File: src/risk_pkg.sv
// shared sizes, latencies and enums for the pre-trade risk checker
// every design file refers to these by scoped name, risk_pkg::name

package risk_pkg;

  // bank split
  localparam int num_banks = 4;
  localparam int bank_w    = 2;    // client bits 1:0

  // client id layout, tag | index | bank
  localparam int client_w  = 8;
  localparam int index_w   = 3;    // 8 lines per bank
  localparam int tag_w     = 3;

  // store address is tag then index
  localparam int store_addr_w = tag_w + index_w;

  // record is {max, acc}
  localparam int amt_w = 16;
  localparam int rec_w = 2 * amt_w;

  localparam int store_lat = 5;    // cycles from req to ready

  typedef enum logic [1:0] {
    op_set_max   = 2'd0,  // replace max, keep acc
    op_add_order = 2'd1,  // add amount if it still fits
    op_query     = 2'd2   // read back only
  } op_e;

  typedef enum logic [1:0] {
    res_accept = 2'd0,
    res_reject = 2'd1,    // over limit, record untouched
    res_info   = 2'd2
  } res_e;

  // bank controller states
  typedef enum logic [2:0] {
    st_idle       = 3'd0,
    st_compare    = 3'd1,  // tag check and risk rule
    st_write_back = 3'd2,  // dirty victim to store
    st_allocate   = 3'd3,  // refill from store
    st_hold       = 3'd4   // result waits for take
  } bank_state_e;

endpackage

File: src/order_dispatch.sv
`timescale 1ns/1ps
// order dispatcher: takes one order per cycle when its bank is free
// and launches it one cycle later with a one-hot start pulse
// launch fields stay put until the next accepted order

module order_dispatch (
  input  logic                             clk,
  input  logic                             rst,
  input  logic                             in_valid,
  input  risk_pkg::op_e                    in_op,
  input  logic [risk_pkg::client_w-1:0]    in_client,
  input  logic [risk_pkg::amt_w-1:0]       in_amount,
  input  logic [risk_pkg::num_banks-1:0]   busy,      // per bank level
  output logic                             in_ready,
  output logic [risk_pkg::num_banks-1:0]   start,     // one-hot pulse
  output risk_pkg::op_e                    launch_op,
  output logic [risk_pkg::client_w-1:0]    launch_client,
  output logic [risk_pkg::amt_w-1:0]       launch_amount
);

  logic [risk_pkg::bank_w-1:0] bank_sel;
  logic                        accept;

  // bank comes straight from the low client bits
  assign bank_sel = in_client[risk_pkg::bank_w-1:0];

  // bank busy, or launch to it going out right now (busy rises a cycle later)
  assign in_ready = !busy[bank_sel] && !start[bank_sel];
  assign accept   = in_valid && in_ready;

  // start strobe
  always_ff @(posedge clk) begin
    if (rst) begin
      start <= '0;
    end else if (accept) begin
      start <= risk_pkg::num_banks'(1) << bank_sel;
    end else begin
      start <= '0;  // pulse lasts one cycle
    end
  end

  // shared launch lines, payload only
  always_ff @(posedge clk) begin
    if (accept) begin
      launch_op     <= in_op;
      launch_client <= in_client;
      launch_amount <= in_amount;
    end
  end

endmodule

File: config.mk
export PLATFORM = sky130hd
export DESIGN_NAME = order_dispatch
export DESIGN_NICKNAME = d
export VERILOG_FILES = /design/src/risk_pkg.sv /design/src/order_dispatch.sv
export SDC_FILE = /design/constraint.sdc
export NUM_CORES = 1
export LEC_CHECK = 0
export BUFFER_PORTS_ARGS = -buffer_cell sky130_fd_sc_hd__buf_2
export CAP_MARGIN = 20
export CORE_ASPECT_RATIO = 0.8
export CORE_MARGIN = 2
export CORE_UTILIZATION = 40
export DETAILED_ROUTE_END_ITERATION = 10
export GPL_TIMING_DRIVEN = 0
export PLACE_DENSITY = 0.77
export REMOVE_ABC_BUFFERS = 1
export SYNTH_ARGS = -nofsm -noshare
export SYNTH_HDL_FRONTEND = slang
export SYNTH_SLANG_ARGS = --single-unit
File: constraint.sdc
create_clock -name clk -period 2.28 [get_ports clk]
set_input_delay 0 -clock clk [delete_from_list [all_inputs] [get_ports clk]]
set_output_delay 0 -clock clk [all_outputs]
set_load 0.01 [all_outputs]
==> summary.txt <==
Final layout
  • Share of cells above drive strength 1: 49.32%
  • Layout fillers: approximately 130
  • Final core occ: 78.53%
  • Most frequent cells in the layout: buf_2, dlygate4sd3_1, edfxtp_1
  • Commonest non-fill, non-tap cell in the layout: buf_2
  • Antenna cells: 0
  • Fin cells: between 150 and 200
  • Synth-to-Final Area Change: 81.94%
  • Final nets: 180

Clocking
  • Num CTS Buffers: 5
  • Longest Clk Path Bufs: 2
  • Root buffer cell: clkbuf_4
  • Worst skew pair latency: 320 ps
  • # resized after CTS: 0
  • CTS HTree Levels: 2
  • Postcts setup bufs: 0
  • Clock sinks: 30
  • Clock edge transition at the registers on the reported setup and hold paths: 80 ps
  • CTS tree: yes

Floorplan
  • Core area: between 2000 and 2500 um2
  • Rows: 15
  • Die H: between 40 and 50 um
  • DIE WIDTH: between 50 and 60 um
  • Initial Util: ~43%
  • IO Pins: 64
  • Total die area: around 2800 um2

Global routing
  • M2 GR Usage: ~38%
  • Routing usage on met3: 5.676%
  • Overall Global Routing Usage: a little under a fifth
  • First-pass GRT wire length: 3.560 mm
  • Most Used Layer, Global Route: met2
  • Initial antenna violation count: 0
  • Number of global-route vias before repair: 799
  • GR Util met1: 17.50%
  • Total gr overflow: 0
  • Largest net degree at the start of global routing: 27

Setup path
  • CP Launch Type: input port
  • Crit end category: flip-flop
  • Max Fanout on Critical Path: 15
  • Worst path required time: 2310 ps
  • Setup Crit Path Kind: in -> reg
  • Data arrival, critical path: about 1800 ps

STA
  • # setup viols final: 0
  • Final clock skew: 6.391 ps
  • RSZ-0062 raised after global routing: false
  • Fin crit share: 76.42%
  • Worst setup margin: 537.6 ps
  • Fmax: 573.9 MHz
  • Final Max Slew Viols: 0
  • Fin crit period: approximately 1700 ps
  • Worst Tran Pin Value: around 540 ps
  • Hold Fails Final Rpt: 0
  • Hold slack: 36.21 ps
  • Slew HR: 64.09%
  • Final TNS setup: 0 ps

Detailed routing
  • Routed len/inst: 14.42 um
  • Vias per inst: ~4.5
  • Drt total wl: ~2.5 mm
  • Drt drc: 6
  • DR pass1 iterations: 7
  • Detail Route Antenna Nets: 0
  • Vias post-DR: 785
  • Detailed router's first-iteration violation count: 23

Status
  • Status: finished with violations
  • Failing checks: DRC

Logic synthesis
  • Mean Syn Cell Area: 21.73 um2
  • Synth Warn #: 0
  • Seq/Total Area, Yosys: 90.05%
  • Syn Inst Count: 44
  • Yosys cell types: 11
  • #FFs+latches synth: 30
  • Mapped cell area: around 960 um2

Power and ir drop
  • Pwr dens: between 700 and 800 nW/um2
  • Peak VDD IR: about 0.00070 V
  • Static Leak: 0.7610 nW

Flow run
  • Max-Cap Viols: 0

Place
  • Post-DP HPWL: 1.334 mm
  • Port Buffers: 63
  • Gpl congestion: 0.7010
  • Placed cell count: 132
  • Setup WS pre-CTS: 309.9 ps

Min path
  • Hold WC Path Type: in -> reg
[power by group]
part	internal, mW	total, mW	switching (mW)
Sequential	0.630	0.637	0.00736
Clock	0.338	0.511	0.173
Combinational	0.0810	0.144	0.0625
Total	1.05	1.29	0.243
[worst max-delay path: stages]
cell and delay, ps:
dlygate4sd3_1 540, buf_2 120, nor2_1 130, mux4_2 260
and2_1 470, buf_8 240
[flip-flops by register name, summed over array words and instances (netlist names)]
| signal | cells |
|---|---|
| launch_op | 2 |
| launch_client | 8 |
| launch_amount | 16 |
| start | 4 |
[worst paths after layout]
path | to | slack (ps) | from | depth (start not counted)
worst max-delay path | launch_amount[10]$_DFFE_PP_ | 540 | busy[3] | 6
worst min-delay path | start[0]$_SDFF_PP0_ | 40 | in_valid | 2
worst max register to register | launch_amount[10]$_DFFE_PP_ | 570 | start[3]$_SDFF_PP0_ | 4
worst min register to register | start[0]$_SDFF_PP0_ | 650 | start[0]$_SDFF_PP0_ | 2
[cell usage after synthesis, drive strengths merged]
| cell type | number | area, um2 |
|---|---|---|
| and4bb | 1 | 12.51 |
| nand2 | 2 | 7.510 |
| nor4b | 1 | 8.760 |
| nor2 | 5 | 18.77 |
| dfxtp | 4 | 80.08 |
| nor3 | 1 | 5.000 |
| edfxtp | 26 | 780.8 |
| nand3b | 1 | 7.510 |
| nor4 | 1 | 6.260 |
| mux4 | 1 | 22.52 |
| and2 | 1 | 6.260 |
[cell type report]
class,instances,area (um2),area share [%]
Clock buffer,5,37.54,2.158
Sequential cell,30,860.8,49.50
Multi-Input combinational cell,14,95.09,5.468
Tap cell,25,31.28,1.799
Clock inverter,3,63.81,3.669
Timing Repair Buffer,96,650.6,37.41
[kinds of logic after synthesis]
| family | Yosys count | synth area share [%] |
|---|---|---|
| DFF | 30 | 90.05 |
| and+or+nand+nor | 13 | 7.593 |
| muxes | 1 | 2.356 |
[what timing repair did]
| item | 4_1_cts | 5_1_grt |
|---|---|---|
| hold endpoints to repair | 29 | 0 |
| endpoints found under the setup margin | 0 | 0 |
| hold buffers | 32 | 0 |
[metal layers]
| metal | part of all wire (%) | vias to the layer above |
|---|---|---|
| met4 | 0 | 0 |
| li1 | - | 376 |
| met1 | 35 | 363 |
| met5 | 0 | - |
| met3 | 9.9 | 0 |
| met2 | 55 | 46 |
[per-stage QoR]
stage          total power, mW  area, um2
6_report                 1.292       1739
5_1_grt                  1.345       1739
4_1_cts                  1.297       1724
3_5_place_dp            0.7460       1303
3_3_place_gp            0.7421       1303
2_1_floorplan           0.6857      955.9
Power figures use the tool's default switching activity.
