$ cat config.mk
export PLATFORM = sky130hd
export DESIGN_NAME = result_collect
export DESIGN_NICKNAME = d
export VERILOG_FILES = /design/src/risk_pkg.sv /design/src/result_collect.sv
export SDC_FILE = /design/constraint.sdc
export NUM_CORES = 1
export LEC_CHECK = 0
export ABC_CLOCK_PERIOD_IN_PS = 1800
export BUFFER_PORTS_ARGS = -buffer_cell sky130_fd_sc_hd__buf_2
export CORE_MARGIN = 2
export CORE_UTILIZATION = 37
export CTS_CLUSTER_SIZE = 16
export DETAILED_ROUTE_END_ITERATION = 8
export HOLD_SLACK_MARGIN = 0.08
export PLACE_DENSITY_LB_ADDON = 0.2
export SLEW_MARGIN = 0
export SYNTH_ARGS = -nofsm -noshare
export SYNTH_HDL_FRONTEND = slang
export SYNTH_SLANG_ARGS = --single-unit
$ cat constraint.sdc
create_clock -name clk -period 1.8 [get_ports clk]
set_input_delay 0.18 -clock clk [delete_from_list [all_inputs] [get_ports clk]]
set_output_delay 0.18 -clock clk [all_outputs]
set_load 0.05 [all_outputs]
$ cat src/risk_pkg.sv
// shared sizes, latencies and enums for the pre-trade risk checker
// every design file refers to these by scoped name, risk_pkg::name

package risk_pkg;

  // bank split
  localparam int num_banks = 4;
  localparam int bank_w    = 2;    // client bits 1:0

  // client id layout, tag | index | bank
  localparam int client_w  = 8;
  localparam int index_w   = 3;    // 8 lines per bank
  localparam int tag_w     = 3;

  // store address is tag then index
  localparam int store_addr_w = tag_w + index_w;

  // record is {max, acc}
  localparam int amt_w = 16;
  localparam int rec_w = 2 * amt_w;

  localparam int store_lat = 5;    // cycles from req to ready

  typedef enum logic [1:0] {
    op_set_max   = 2'd0,  // replace max, keep acc
    op_add_order = 2'd1,  // add amount if it still fits
    op_query     = 2'd2   // read back only
  } op_e;

  typedef enum logic [1:0] {
    res_accept = 2'd0,
    res_reject = 2'd1,    // over limit, record untouched
    res_info   = 2'd2
  } res_e;

  // bank controller states
  typedef enum logic [2:0] {
    st_idle       = 3'd0,
    st_compare    = 3'd1,  // tag check and risk rule
    st_write_back = 3'd2,  // dirty victim to store
    st_allocate   = 3'd3,  // refill from store
    st_hold       = 3'd4   // result waits for take
  } bank_state_e;

endpackage

$ cat src/result_collect.sv
`timescale 1ns/1ps
// result collector: round-robin over banks holding a result, one per cycle
// take goes back to the picked bank, its fields appear on the output
// with out_valid on the next cycle

module result_collect (
  input  logic                             clk,
  input  logic                             rst,
  input  logic [risk_pkg::num_banks-1:0]   done,
  input  logic [risk_pkg::client_w-1:0]    res_client [risk_pkg::num_banks],
  input  risk_pkg::res_e                   res_res    [risk_pkg::num_banks],
  input  logic [risk_pkg::amt_w-1:0]       res_max    [risk_pkg::num_banks],
  input  logic [risk_pkg::amt_w-1:0]       res_acc    [risk_pkg::num_banks],
  output logic [risk_pkg::num_banks-1:0]   take,
  output logic                             out_valid,
  output logic [risk_pkg::client_w-1:0]    out_client,
  output risk_pkg::res_e                   out_res,
  output logic [risk_pkg::amt_w-1:0]       out_max,
  output logic [risk_pkg::amt_w-1:0]       out_acc
);

  logic [risk_pkg::bank_w-1:0] ptr;    // first bank to look at
  logic [risk_pkg::bank_w-1:0] sel;
  logic                        found;

  // first done bank at or after ptr, wrapping
  always_comb begin
    logic [risk_pkg::bank_w-1:0] cand;
    found = 1'b0;
    sel   = ptr;
    for (int i = 0; i < risk_pkg::num_banks; i++) begin
      cand = ptr + risk_pkg::bank_w'(i);
      if (!found && done[cand]) begin
        found = 1'b1;
        sel   = cand;
      end
    end
  end

  // bank drops done on the edge after take
  assign take = found ? (risk_pkg::num_banks'(1) << sel) : '0;

  always_ff @(posedge clk) begin
    if (rst) begin
      ptr       <= '0;
      out_valid <= 1'b0;
    end else begin
      out_valid <= found;
      if (found) ptr <= sel + 1'b1;  // skip past the winner
    end
  end

  always_ff @(posedge clk) begin
    if (found) begin
      out_client <= res_client[sel];
      out_res    <= res_res[sel];
      out_max    <= res_max[sel];
      out_acc    <= res_acc[sel];
    end
  end

endmodule

==> flow_metrics.py <==
metrics = {
    "status": {
        "outcome": "finished with violations",
        "violations": "setup timing",
    },
    "hold_path": {
        "hp-start": "res_acc[53]",
        "hold_path_class": "in -> reg",
        "hold_depth": 3,
        "hold_path_end": "out_acc[5]",
    },
    "critical_path": {
        "max_stage_delay_ns": 0.37,
        "path_cells": "and3_1, o32ai_2, a21oi_4, buf_4, nor3_4, buf_6",
        "cp_max_fo": 5,
        "critPathLaunchType": "register",
        "cp.arrival_ns": 1.68,
        "worstReg2RegStart": "ptr[1]",
        "critPathSlowestCell": "dfxtp_4",
        "r2r_end": "out_max[14]",
        "worst-r2r-setup-slack_ns": -0.02,
        "r2r_cells": 6,
        "cp.required_ns": 1.62,
        "critPathKind": "reg -> out",
        "endpoint_kind": "primary output",
    },
    "job": {
        "cap_viol_max_count": 0,
    },
    "timing": {
        "period_share": 1.034,
        "worst_slew_pin_slew_ns": 0.2902,
        "finalHoldViolCount": 0,
        "fin_tns_setup_ns": -0.1478,
        "slew_headroom": 0.8051,
        "drv_slew": 0,
        "rsz0062_at_grt": "true",
        "fin_skew_ns": 0.004931,
        "finalSetupViolCount": 6,
        "layout_min_cycle_time_ns": 1.861,
        "setup_ws_ns": -0.06132,
        "fmax_ghz": 0.5373,
    },
    "power": {
        "power_density_mw_per_mm2": 943.7,
        "design_power_total_mw": 4.521,
        "p_leak_nw": 2.413,
        "vdd.ir_drop.worst_v": 0.0004585,
    },
    "placement": {
        "gp_congestion": 0.7946,
        "dp.cells": 562,
        "dp_hpwl_mm": 6.120,
        "io_buffers": 220,
        "dpl_cell_area_mm2": 0.004389,
    },
    "floorplan": {
        "die_h_um": 93.32,
        "rows": 32,
        "initial_core_util": 0.3820,
        "dieArea_mm2": 0.008708,
        "die_w_um": 93.32,
        "core_region_area_mm2": 0.007727,
        "top_level_ports": 221,
    },
    "drt": {
        "drc": 0,
        "vias": 2747,
        "dr.pass1.iters": 4,
        "drt_first_iter_violations": 29,
        "wl_per_cell_um": 13.62,
        "ant_nets": 0,
        "viasPerCell": 4.736,
        "drt_wl_total_mm": 7.899,
    },
    "yosys": {
        "syn-mean-instance-area_um2": 13.36,
        "ys_ff_latch": 45,
        "synthFlopType": "edfxtp_1",
        "synth_nets": 395,
        "async_reset_ff_frac": 0,
        "syn_inst": 221,
        "ys_warn_count": 0,
        "mappedNetlistArea_mm2": 0.002952,
        "synth_edf_count": 42,
        "seq_area_frac_synth": 0.4476,
        "yosys.cell_types.count": 26,
    },
    "clocking": {
        "path_clk_slew_ns": 0.09,
        "clkLatencyLatePin_ns": 0.29,
        "htreeDepth": 2,
        "clockBufferDepth": 2,
        "cts_tree": "built",
        "cts_buffers": 5,
        "clockRootBuffer": "clkbuf_8",
        "cts.sinks": 45,
    },
    "layout": {
        "antenna_cells": 0,
        "drive_gt1_frac": 0.6046,
        "area_growth_pct": 62.31,
        "stdcell_count": 580,
        "final_area_mm2": 0.004791,
        "nNetsFinal": 651,
    },
    "global_route": {
        "grt_pass1_vias": 2585,
        "grt_pass1_wl_mm": 11.63,
        "grt_max_degree": 41,
        "grt_usage": 0.1678,
        "antenna_found_initial": 0,
        "overflow": 0,
    },
}
-- final cells by class --
type | instances | area, um^2
fill | 672 | 2937
timing repair buffer | 265 | 1663
clock inverter | 2 | 33.78
multi-input combinational | 156 | 1550
sequential | 45 | 1326
clock buffer | 6 | 72.57
inverter | 4 | 17.52
tap | 102 | 127.6
-- timing repair --
action                                 4_1_cts  5_1_grt
setup endpoints to repair                   46       46
endpoints found under the hold margin        3        0
gates resized for setup                     18       27
setup buffers                                3        6
gates cloned                                 0        2
hold buffers                                 1        0
pin swaps                                    3        3
-- sequential cells by signal (all words and copies together), names as in the netlist --
| name | cells |
|---|---|
| out_client | 8 |
| out_valid | 1 |
| out_acc | 16 |
| out_max | 16 |
| ptr | 2 |
| out_res | 2 |
-- routing by layer --
metal / track usage / vias to the layer above / wire length [um]
li1: - / 1366 / -
met1: 0.1933 / 1260 / 3003
met2: 0.3064 / 108 / 4232
met3: 0.03546 / 13 / 535
met4: 0.05760 / 0 / 127
met5: 0 / - / 0
-- power breakdown --
group	internal (mW)	switching, mW	leakage, nW
clock network	0.410	0.337	0.0528
logic	0.940	1.38	1.89
registers	1.40	0.0543	0.467
-- cell families (layout without fill, tap and decap cells) --
group           count (synthesis)  count (layout)  synth area share
mux                           126             126            0.4273
compound gates                 10              10           0.02120
flops                          45              45            0.4476
buf+inv                        20             277           0.06486
simple gates                   20              20           0.03900
-- worst max-delay path: cells and delay by family (launching register included) --
family / cells / cell delay [ns]
AO/OA/AOI/OAI: 2 / 0.34
AND/OR/NAND/NOR: 2 / 0.33
buffers and inverters: 2 / 0.34
flip-flops: 1 / 0.37
-- synthesized netlist by cell type (all sizes together), types with 2 or more instances --
master    n  share of area
a211oi    2         0.0051
nor2      6         0.0076
mux2i   126           0.43
edfxtp   42           0.43
nor2b     2         0.0042
dfxtp     3          0.020
a21oi     4         0.0068
clkbuf    4         0.0089
buf      12          0.051
nor3      4         0.0068
and3      3         0.0064
inv       4         0.0051
nor4      2         0.0064
-- through the flow --
step           hold WS, ns  worst slack (ns)    util
3_5_place_dp        0.3830           -0.1248  0.5680
5_1_grt             0.2391           -0.1519  0.6200
2_1_floorplan       0.2524           -0.1042       -
4_1_cts             0.2330          -0.07147  0.5938
6_report            0.2426          -0.06132  0.6200
3_3_place_gp        0.3808          -0.03975  0.5680
-- layout by cell type, fill, tap and decap left out, drive strengths merged --
cell         instances
nor2                 6
nor3                 4
nand3b               1
bufinv               1
buf                262
or2                  1
clkinv               1
o32ai                1
and3                 3
inv                  4
nor2b                2
clkbuf               8
nor4                 2
mux2i              126
edfxtp              42
o21a                 1
dlygate4sd3          1
dfxtp                3
o21ai                1
a211oi               2
and3b                1
o22ai                1
a21oi                4
-- worst max-delay path by stage --
stage	startpoint	endpoint	slack (ns)	depth (start not counted)
5_1_grt	ptr[1]	out_max[4]	-0.15	6
3_3_place_gp	ptr[0]	out_max[4]	-0.04	6
2_1_floorplan	ptr[1]	take[0]	-0.10	8
6_report	ptr[0]	take[0]	-0.06	6
3_5_place_dp	ptr[0]	out_max[14]	-0.12	6
4_1_cts	ptr[0]	take[3]	-0.07	6
Power figures use the tool's default switching activity.
