==> src/risk_pkg.sv <==
// shared sizes, latencies and enums for the pre-trade risk checker
// every design file refers to these by scoped name, risk_pkg::name

package risk_pkg;

  // bank split
  localparam int num_banks = 4;
  localparam int bank_w    = 2;    // client bits 1:0

  // client id layout, tag | index | bank
  localparam int client_w  = 8;
  localparam int index_w   = 3;    // 8 lines per bank
  localparam int tag_w     = 3;

  // store address is tag then index
  localparam int store_addr_w = tag_w + index_w;

  // record is {max, acc}
  localparam int amt_w = 16;
  localparam int rec_w = 2 * amt_w;

  localparam int store_lat = 5;    // cycles from req to ready

  typedef enum logic [1:0] {
    op_set_max   = 2'd0,  // replace max, keep acc
    op_add_order = 2'd1,  // add amount if it still fits
    op_query     = 2'd2   // read back only
  } op_e;

  typedef enum logic [1:0] {
    res_accept = 2'd0,
    res_reject = 2'd1,    // over limit, record untouched
    res_info   = 2'd2
  } res_e;

  // bank controller states
  typedef enum logic [2:0] {
    st_idle       = 3'd0,
    st_compare    = 3'd1,  // tag check and risk rule
    st_write_back = 3'd2,  // dirty victim to store
    st_allocate   = 3'd3,  // refill from store
    st_hold       = 3'd4   // result waits for take
  } bank_state_e;

endpackage

==> src/client_store.sv <==
`timescale 1ns/1ps
// backing store of client records for one bank
// answers each req with a ready pulse exactly store_lat cycles later
// writes land at the request and read data is valid with ready

module client_store (
  input  logic                                clk,
  input  logic                                rst,
  input  logic                                req,     // one-cycle request
  input  logic                                we,
  input  logic [risk_pkg::store_addr_w-1:0]   addr,    // {tag, index}
  input  logic [risk_pkg::rec_w-1:0]          wdata,
  output logic [risk_pkg::rec_w-1:0]          rdata,
  output logic                                ready
);

  typedef logic [$clog2(risk_pkg::store_lat+1)-1:0] cnt_t;

  logic [risk_pkg::rec_w-1:0]        mem [2**risk_pkg::store_addr_w];
  logic [risk_pkg::store_addr_w-1:0] addr_r;  // read address held for the reply
  cnt_t                              cnt;     // cycles left until ready

  // latency counter and ready strobe
  always_ff @(posedge clk) begin
    if (rst) begin
      cnt   <= '0;
      ready <= 1'b0;
    end else begin
      ready <= (cnt == 1);  // last count -> reply next cycle
      if (req) begin
        cnt <= cnt_t'(risk_pkg::store_lat - 1);
      end else if (cnt != 0) begin
        cnt <= cnt - 1'b1;
      end
    end
  end

  // record array cleared to zero on reset
  always_ff @(posedge clk) begin
    if (rst) begin
      for (int i = 0; i < 2**risk_pkg::store_addr_w; i++) begin
        mem[i] <= '0;
      end
    end else if (req && we) begin
      mem[addr] <= wdata;  // commit right away
    end
  end

  // read path sampled so it lines up with ready
  always_ff @(posedge clk) begin
    if (req) addr_r <= addr;
    if (cnt == 1) rdata <= mem[addr_r];
  end

endmodule

==> src/risk_bank.sv <==
`timescale 1ns/1ps
// one risk bank: direct-mapped write-back cache of client records
// in front of its own client store. holds one order from start until
// the collector pulses take; hit -> done after compare, misses go
// through write back and allocate and compare again

module risk_bank (
  input  logic                             clk,
  input  logic                             rst,
  input  logic                             start,     // launch strobe for this bank
  input  risk_pkg::op_e                    launch_op,
  input  logic [risk_pkg::client_w-1:0]    launch_client,
  input  logic [risk_pkg::amt_w-1:0]       launch_amount,
  input  logic                             take,      // result consumed
  output logic                             busy,
  output logic                             done,
  output logic [risk_pkg::client_w-1:0]    res_client,
  output risk_pkg::res_e                   res_res,
  output logic [risk_pkg::amt_w-1:0]       res_max,
  output logic [risk_pkg::amt_w-1:0]       res_acc
);

  risk_pkg::bank_state_e state, state_nxt;

  // order held for the whole transaction
  risk_pkg::op_e                 op_r;
  logic [risk_pkg::amt_w-1:0]    amount_r;

  // cache arrays, one record per line
  logic                          valid_arr [2**risk_pkg::index_w];
  logic                          dirty_arr [2**risk_pkg::index_w];
  logic [risk_pkg::tag_w-1:0]    tag_arr   [2**risk_pkg::index_w];
  logic [risk_pkg::rec_w-1:0]    rec_arr   [2**risk_pkg::index_w];

  logic [risk_pkg::index_w-1:0]  idx;
  logic [risk_pkg::tag_w-1:0]    tag;
  logic                          hit;

  // risk rule
  logic [risk_pkg::rec_w-1:0]    line;
  logic [risk_pkg::amt_w-1:0]    cur_max, cur_acc;
  logic [risk_pkg::amt_w:0]      sum;     // one extra bit, no wrap
  logic                          fits;
  logic [risk_pkg::amt_w-1:0]    new_max, new_acc;
  risk_pkg::res_e                new_res;
  logic                          changed;

  // store side
  logic                              st_req, st_we, st_ready;
  logic [risk_pkg::store_addr_w-1:0] st_addr;
  logic [risk_pkg::rec_w-1:0]        st_wdata, st_rdata;

  assign idx  = res_client[risk_pkg::bank_w +: risk_pkg::index_w];
  assign tag  = res_client[risk_pkg::bank_w + risk_pkg::index_w +: risk_pkg::tag_w];
  assign hit  = valid_arr[idx] && (tag_arr[idx] == tag);
  assign busy = (state != risk_pkg::st_idle);
  assign done = (state == risk_pkg::st_hold);

  always_comb begin
    line    = rec_arr[idx];
    cur_max = line[risk_pkg::rec_w-1 -: risk_pkg::amt_w];
    cur_acc = line[risk_pkg::amt_w-1:0];
    sum     = {1'b0, cur_acc} + {1'b0, amount_r};
    fits    = (sum <= {1'b0, cur_max});
    new_max = cur_max;
    new_acc = cur_acc;
    new_res = risk_pkg::res_info;  // query leaves it all alone
    case (op_r)
      risk_pkg::op_set_max: begin
        new_max = amount_r;   // acc kept
        new_res = risk_pkg::res_accept;
      end
      risk_pkg::op_add_order: begin
        if (fits) begin
          new_acc = sum[risk_pkg::amt_w-1:0];
          new_res = risk_pkg::res_accept;
        end else begin
          new_res = risk_pkg::res_reject;
        end
      end
      default: ;
    endcase
    changed = ({new_max, new_acc} != line);
  end

  // next state and store request
  always_comb begin
    state_nxt = state;
    st_req    = 1'b0;
    st_we     = 1'b0;
    st_addr   = {tag, idx};       // refill address by default
    st_wdata  = rec_arr[idx];
    case (state)
      risk_pkg::st_idle:       if (start) state_nxt = risk_pkg::st_compare;
      risk_pkg::st_compare: begin
        if (hit) begin
          state_nxt = risk_pkg::st_hold;
        end else if (valid_arr[idx] && dirty_arr[idx]) begin
          st_req    = 1'b1;
          st_we     = 1'b1;
          st_addr   = {tag_arr[idx], idx};  // victim's own address
          state_nxt = risk_pkg::st_write_back;
        end else begin
          st_req    = 1'b1;       // clean or empty line, just fetch
          state_nxt = risk_pkg::st_allocate;
        end
      end
      // victim now clean, compare again and fetch from there
      risk_pkg::st_write_back: if (st_ready) state_nxt = risk_pkg::st_compare;
      risk_pkg::st_allocate:   if (st_ready) state_nxt = risk_pkg::st_compare;
      risk_pkg::st_hold:       if (take) state_nxt = risk_pkg::st_idle;
      default:                 state_nxt = risk_pkg::st_idle;
    endcase
  end

  always_ff @(posedge clk) begin
    if (rst) begin
      state <= risk_pkg::st_idle;
    end else begin
      state <= state_nxt;
    end
  end

  // order latch and result regs
  always_ff @(posedge clk) begin
    if (state == risk_pkg::st_idle && start) begin
      op_r       <= launch_op;
      res_client <= launch_client;
      amount_r   <= launch_amount;
    end
    if (state == risk_pkg::st_compare && hit) begin
      res_res <= new_res;
      res_max <= new_max;
      res_acc <= new_acc;
    end
  end

  // line status bits
  always_ff @(posedge clk) begin
    if (rst) begin
      for (int i = 0; i < 2**risk_pkg::index_w; i++) begin
        valid_arr[i] <= 1'b0;
        dirty_arr[i] <= 1'b0;
      end
    end else begin
      case (state)
        risk_pkg::st_compare:
          if (hit && changed) dirty_arr[idx] <= 1'b1;
        risk_pkg::st_write_back:
          if (st_ready) dirty_arr[idx] <= 1'b0;
        risk_pkg::st_allocate:
          if (st_ready) begin
            valid_arr[idx] <= 1'b1;
            dirty_arr[idx] <= 1'b0;  // fresh copy of the store
          end
        default: ;
      endcase
    end
  end

  // tags and records
  always_ff @(posedge clk) begin
    if (state == risk_pkg::st_compare && hit) begin
      rec_arr[idx] <= {new_max, new_acc};
    end
    if (state == risk_pkg::st_allocate && st_ready) begin
      rec_arr[idx] <= st_rdata;
      tag_arr[idx] <= tag;
    end
  end

  client_store u_store (
    .clk   (clk),
    .rst   (rst),
    .req   (st_req),
    .we    (st_we),
    .addr  (st_addr),
    .wdata (st_wdata),
    .rdata (st_rdata),
    .ready (st_ready)
  );

endmodule

==> config.mk <==
export PLATFORM = sky130hd
export DESIGN_NAME = risk_bank
export DESIGN_NICKNAME = d
export VERILOG_FILES = /design/src/risk_pkg.sv /design/src/client_store.sv /design/src/risk_bank.sv
export SDC_FILE = /design/constraint.sdc
export NUM_CORES = 2
export LEC_CHECK = 0
export ABC_CLOCK_PERIOD_IN_PS = 8600
export BUFFER_PORTS_ARGS = -buffer_cell sky130_fd_sc_hd__buf_2
export CAP_MARGIN = 10
export CORE_MARGIN = 4
export CORE_UTILIZATION = 60
export DETAILED_ROUTE_END_ITERATION = 10
export PLACE_DENSITY_LB_ADDON = 0.15
export SETUP_SLACK_MARGIN = 0.15
export SKIP_CTS_REPAIR_TIMING = 1
export SLEW_MARGIN = 10
export SYNTH_ARGS = -nofsm -noshare
export SYNTH_HDL_FRONTEND = slang
export SYNTH_SLANG_ARGS = --single-unit
==> constraint.sdc <==
create_clock -name clk -period 8.6 [get_ports clk]
set_input_delay 0.43 -clock clk [delete_from_list [all_inputs] [get_ports clk]]
set_output_delay 0.43 -clock clk [all_outputs]
set_load 0.03 [all_outputs]
==> summary by stage <==
Run status
The flow ran to the end, but the final reports show violations. The checks that failed: antenna violations.

Yosys
The predominant post-synthesis flop cell is sky130_fd_sc_hd__edfxtp_1. The number of flops mapped to enable cells by yosys is 2,434. The cell area after technology mapping is 0.106 mm^2.

In the synthesized netlist, mux cells make up 16.5% of the area. The combinational family with the most area after synthesis is multiplexers. The adder-cell area share of the yosys netlist is less than 1%. Synthesis produced about 6,600 cells. Averaged over all synthesized cells, the footprint is ~16 um^2. The synthesized-area fraction occupied by xor and xnor cells is less than 1%. The fraction of synthesis flops using an asynchronous set or reset pin is 0%. Yosys printed 0 warnings.

The synthesized design contains 2,452 register bits. The synthesized-area fraction occupied by ao, oa, aoi and oai cells is under 10%. The netlist uses 76 different library cells. The net count after synthesis is 6,653. The sequential cell area fraction in the yosys report is 69.3%. Of the total synthesized cell area, the portion taken by AND, OR, NAND and NOR gates is under 10%.

Layout
The fraction of final layout cells sized beyond drive strength 1 is between 20 and 25%. At the end of the flow, the number of nets in the layout was roughly 6,500. The layout has around 12,000 filler cells. The area growth from synthesis to layout is 9.01%.

Critical path
The worst setup path endpoint is rec_arr[6][10]. Walking the worst path, the cells encountered are nor2b_1, a22oi_1, nand2_4, inv_1, ha_1, fa_1, a211oi_1, o211ai_1, a221oi_1, ha_1, o21ai_0, nor2_1, a2111oi_0, o211ai_1, a211oi_4, buf_4, nor2_1, o31ai_1. For the worst setup path, the data required time is ~9.1 ns. The number of buffers and inverters on the critical path is 2. The worst setup path is captured at a flop.

The kind of critical path is flop to flop. In this run the critical register-to-register path is captured at rec_arr[6][10]. The critical path launch point type is a flop. The worst register-to-register path has a depth of 18. The biggest cell delay along the critical path is 0.73 ns. Among all stages on the critical path, the largest delay is contributed by sky130_fd_sc_hd__o31ai_1. The arrival time at the worst endpoint is 7.84 ns.

The kind of cell with the highest combined delay along the critical path is compound AO/OA/AOI/OAI gates. The register-to-register setup slack is approximately 1.3 ns. Counting buffers and inverters, the worst setup path is 18 cells deep.

In this run the worst path has a maximum fanout of 30.

Placed design
Detailed placement ended at an HPWL of around 170,000 um. The count of port buffers added during placement is 73. The placer congestion estimate is 0.890. The pre-CTS setup slack is around 1.4 ns.

Pwr
The share of power burned in the clock network is between 30% and 40%. The net switching power figure is between 7000 and 8000 uW. The proportion of total power due to net switching is approximately a quarter.

In this run the power density over the cells is around 240 mW/mm^2. The internal portion of total power is 20,700 uW. The power share of the combinational group is between 10% and 20%. The worst-case IR drop observed on VDD is roughly 190 uV. The static power due to leakage is about 0.042 uW. The part of the power in registers is 49.5%.

STA
Once routing completed, OpenROAD measured the worst setup slack at 1.30 ns. The count of endpoints failing hold in the final timing report is 0. After routing, the total negative slack on setup checks comes to 0 ns. At the pin with the least slew margin, the transition time is approximately 1.2 ns. The number of setup violations in the final report is 0. The final-layout worst hold slack is about 0.11 ns. The max-slew violation total from the final report is 0. In this run the tightest slew margin relative to its limit is 17.5%. The final setup skew is roughly 0.035 ns. The final cycle utilization of the critical path is 84.8%. Setup repair after global routing left no endpoint under its margin. The minimum period implied by the final worst setup slack is roughly 7.3 ns.

For this run, the top clock speed supported by timing is approximately 0.14 GHz.

Clocking
TritonCTS built the clock tree. The number of CTS-inserted buffers is 237. The worst-case clock buffer depth is 3. After clock tree synthesis, the clock-pin slew on the worst setup and hold paths is 0.06 ns. The number of sinks on the clock net is between 2,000 and 2,500. The clock reaches the later pin of the worst-skew pair after just under 0.9 ns. The CTS H-tree depth is 4.

The library cell used as clock root buffer is sky130_fd_sc_hd__clkbuf_16.

Die
74 I/O pins were placed. After floorplanning, the core was sized to cover 0.175 mm^2. After floorplanning, the core was divided into 153 placement rows.

Once the floorplan was initialized, standard cells occupied about 61% of the core. The width of the die is 428 um. The die area is about 0.18 mm^2.

The die is 428 um tall.

Route
The number of remaining DRC errors is 0. The first-pass iteration count of the detailed router is 6. The total number of vias is between 60,000 and 70,000. The count of routing violations after the opening detailed-route iteration is 9,340. The per-cell routed wire length is ~33 um. Using the TritonRoute via totals, the vias-per-cell ratio works out to about 6.7. The total wire length after detailed routing is 297,000 um.

The count of antenna-violating nets left after detailed routing is 1.

Worst hold path
The tightest min-delay check is of the input pin to flop type.

Global routing
The overall overflow remaining after global route is 0. The maximum number of pins on one net before global-route repair is approximately 140. The number of antenna violations at the first check in global routing is 21. The via count of the first global-routing pass is ~60,000. Across every metal layer, demand over resource in global routing totals about a third. The wire length of the first global-routing pass is between 400,000 and 500,000 um.

Job
The tool flagged a number of max-cap violations equal to 0.
## logic make-up (layout without fill, tap and decap cells)
kind of cell / count (synthesis) / in the layout
flops: 2452 / 2452
simple gates: 2412 / 2412
xor+xnor: 44 / 44
fa+ha+maj: 36 / 36
other cells: 0 / 15
buf+inv: 653 / 739
mux: 830 / 830
compound gates: 160 / 160
## worst min-delay path by stage
stage	startpoint	end	slack, ns	depth (start not counted)
3_3_place_gp	valid_arr[6]	valid_arr[6]	0.45	2
3_5_place_dp	valid_arr[5]	valid_arr[5]	0.46	2
2_1_floorplan	valid_arr[5]	valid_arr[5]	0.43	2
5_1_grt	rst	u_store.cnt[2]	0.08	2
4_1_cts	launch_client[0]	res_client[0]	-0.32	1
6_report	rst	u_store.cnt[2]	0.11	2
## cells in the mapped netlist, types with 4 or more instances
library cell	count	area share, %
sky130_fd_sc_hd__and3_1	6	0.035
sky130_fd_sc_hd__buf_6	105	1.1
sky130_fd_sc_hd__mux4_2	715	15
sky130_fd_sc_hd__o21ai_0	30	0.14
sky130_fd_sc_hd__a21o_1	5	0.035
sky130_fd_sc_hd__nand2_4	8	0.085
sky130_fd_sc_hd__a22oi_1	23	0.16
sky130_fd_sc_hd__a2111oi_1	7	0.066
sky130_fd_sc_hd__mux2_2	40	0.43
sky130_fd_sc_hd__nand4_1	6	0.035
sky130_fd_sc_hd__ha_1	35	0.41
sky130_fd_sc_hd__inv_1	30	0.11
sky130_fd_sc_hd__clkbuf_1	222	0.79
sky130_fd_sc_hd__a2111oi_0	6	0.050
sky130_fd_sc_hd__nand2_1	177	0.63
sky130_fd_sc_hd__xor2_1	15	0.12
sky130_fd_sc_hd__buf_4	18	0.13
sky130_fd_sc_hd__dlygate4sd1_1	36	0.30
sky130_fd_sc_hd__or2_2	5	0.030
sky130_fd_sc_hd__mux4_1	6	0.15
sky130_fd_sc_hd__buf_1	59	0.21
sky130_fd_sc_hd__mux2i_1	64	0.60
sky130_fd_sc_hd__o211ai_1	6	0.043
sky130_fd_sc_hd__xnor2_1	26	0.21
sky130_fd_sc_hd__buf_2	180	0.85
sky130_fd_sc_hd__edfxtp_1	2434	69
sky130_fd_sc_hd__a21oi_1	41	0.19
sky130_fd_sc_hd__a211oi_1	8	0.057
sky130_fd_sc_hd__o21a_1	5	0.035
sky130_fd_sc_hd__nor3_1	13	0.061
sky130_fd_sc_hd__nor2b_1	10	0.059
sky130_fd_sc_hd__nand2b_1	4	0.024
sky130_fd_sc_hd__and2_1	6	0.035
sky130_fd_sc_hd__dfxtp_1	18	0.34
sky130_fd_sc_hd__nand3_1	11	0.052
sky130_fd_sc_hd__nor2_1	2143	7.6
sky130_fd_sc_hd__nand3b_1	4	0.028
## per-stage QoR
step	cell area, um^2	cells	power, uW	utilization (%)
floorplan	106000	6587	16200	-
global placement	107000	8523	17600	61.5
detailed placement	107000	8523	17700	61.5
CTS	115000	8971	27900	65.9
global route	115000	8998	28700	66.1
finish	116000	9013	27900	66.1
## registers in the layout (all words and copies together) (netlist names), named ones only
| name | count |
|---|---|
| amount_r | 16 |
| dirty_arr | 8 |
| op_r | 2 |
| rec_arr | 256 |
| res_acc | 16 |
| res_client | 8 |
| res_max | 16 |
| res_res | 2 |
| state | 3 |
| tag_arr | 24 |
| u_store.addr_r | 6 |
| u_store.cnt | 3 |
| u_store.mem | 2048 |
| u_store.rdata | 32 |
| u_store.ready | 1 |
| valid_arr | 8 |
## placed cells by master, fill, tap and decap left out, drive strengths merged, types with 18 or more instances in the layout
master / count
nor2: 2147
inv: 38
o21ai: 31
a22oi: 23
mux2i: 69
nand2: 185
mux2: 40
a21oi: 41
mux4: 721
dfxtp: 18
edfxtp: 2434
ha: 35
clkinv: 131
buf: 232
bufinv: 26
dlygate4sd3: 27
xnor2: 28
clkbuf: 283
## power groups by stage
| stage | clock network [uW] | logic (uW) | registers, uW |
|---|---|---|---|
| after detailed placement | 0 | 3620 | 14100 |
| after global routing | 11000 | 3830 | 13800 |
| after floorplan | 0 | 2310 | 13900 |
| after global placement | 0 | 3590 | 14000 |
| after CTS | 10500 | 3630 | 13800 |
| final | 10400 | 3690 | 13800 |
## layer usage
metal	up-vias	part of all wire, %	track usage, %	wire [um]
li1	24300	-	-	-
met5	-	0.022	0	64
met3	541	13	7.40	37400
met4	10	4.6	12.9	13700
met2	4086	46	48.9	138000
met1	31100	37	46.9	109000
## cell type report
| cell class | count | area, um^2 | share of cell area (%) |
|---|---|---|---|
| flip-flops and latches | 2452 | 73500 | 63.6 |
| multi-input cells | 3482 | 29300 | 25.4 |
| clock buffers | 283 | 6220 | 5.38 |
| well taps | 2325 | 2910 | 2.52 |
| repair buffers | 259 | 1940 | 1.68 |
| clock inverters | 165 | 1520 | 1.32 |
| inverters | 32 | 123 | 0.106 |
| diodes | 15 | 37.5 | 0.0325 |
Note: power is estimated with default switching activity, not from simulation.
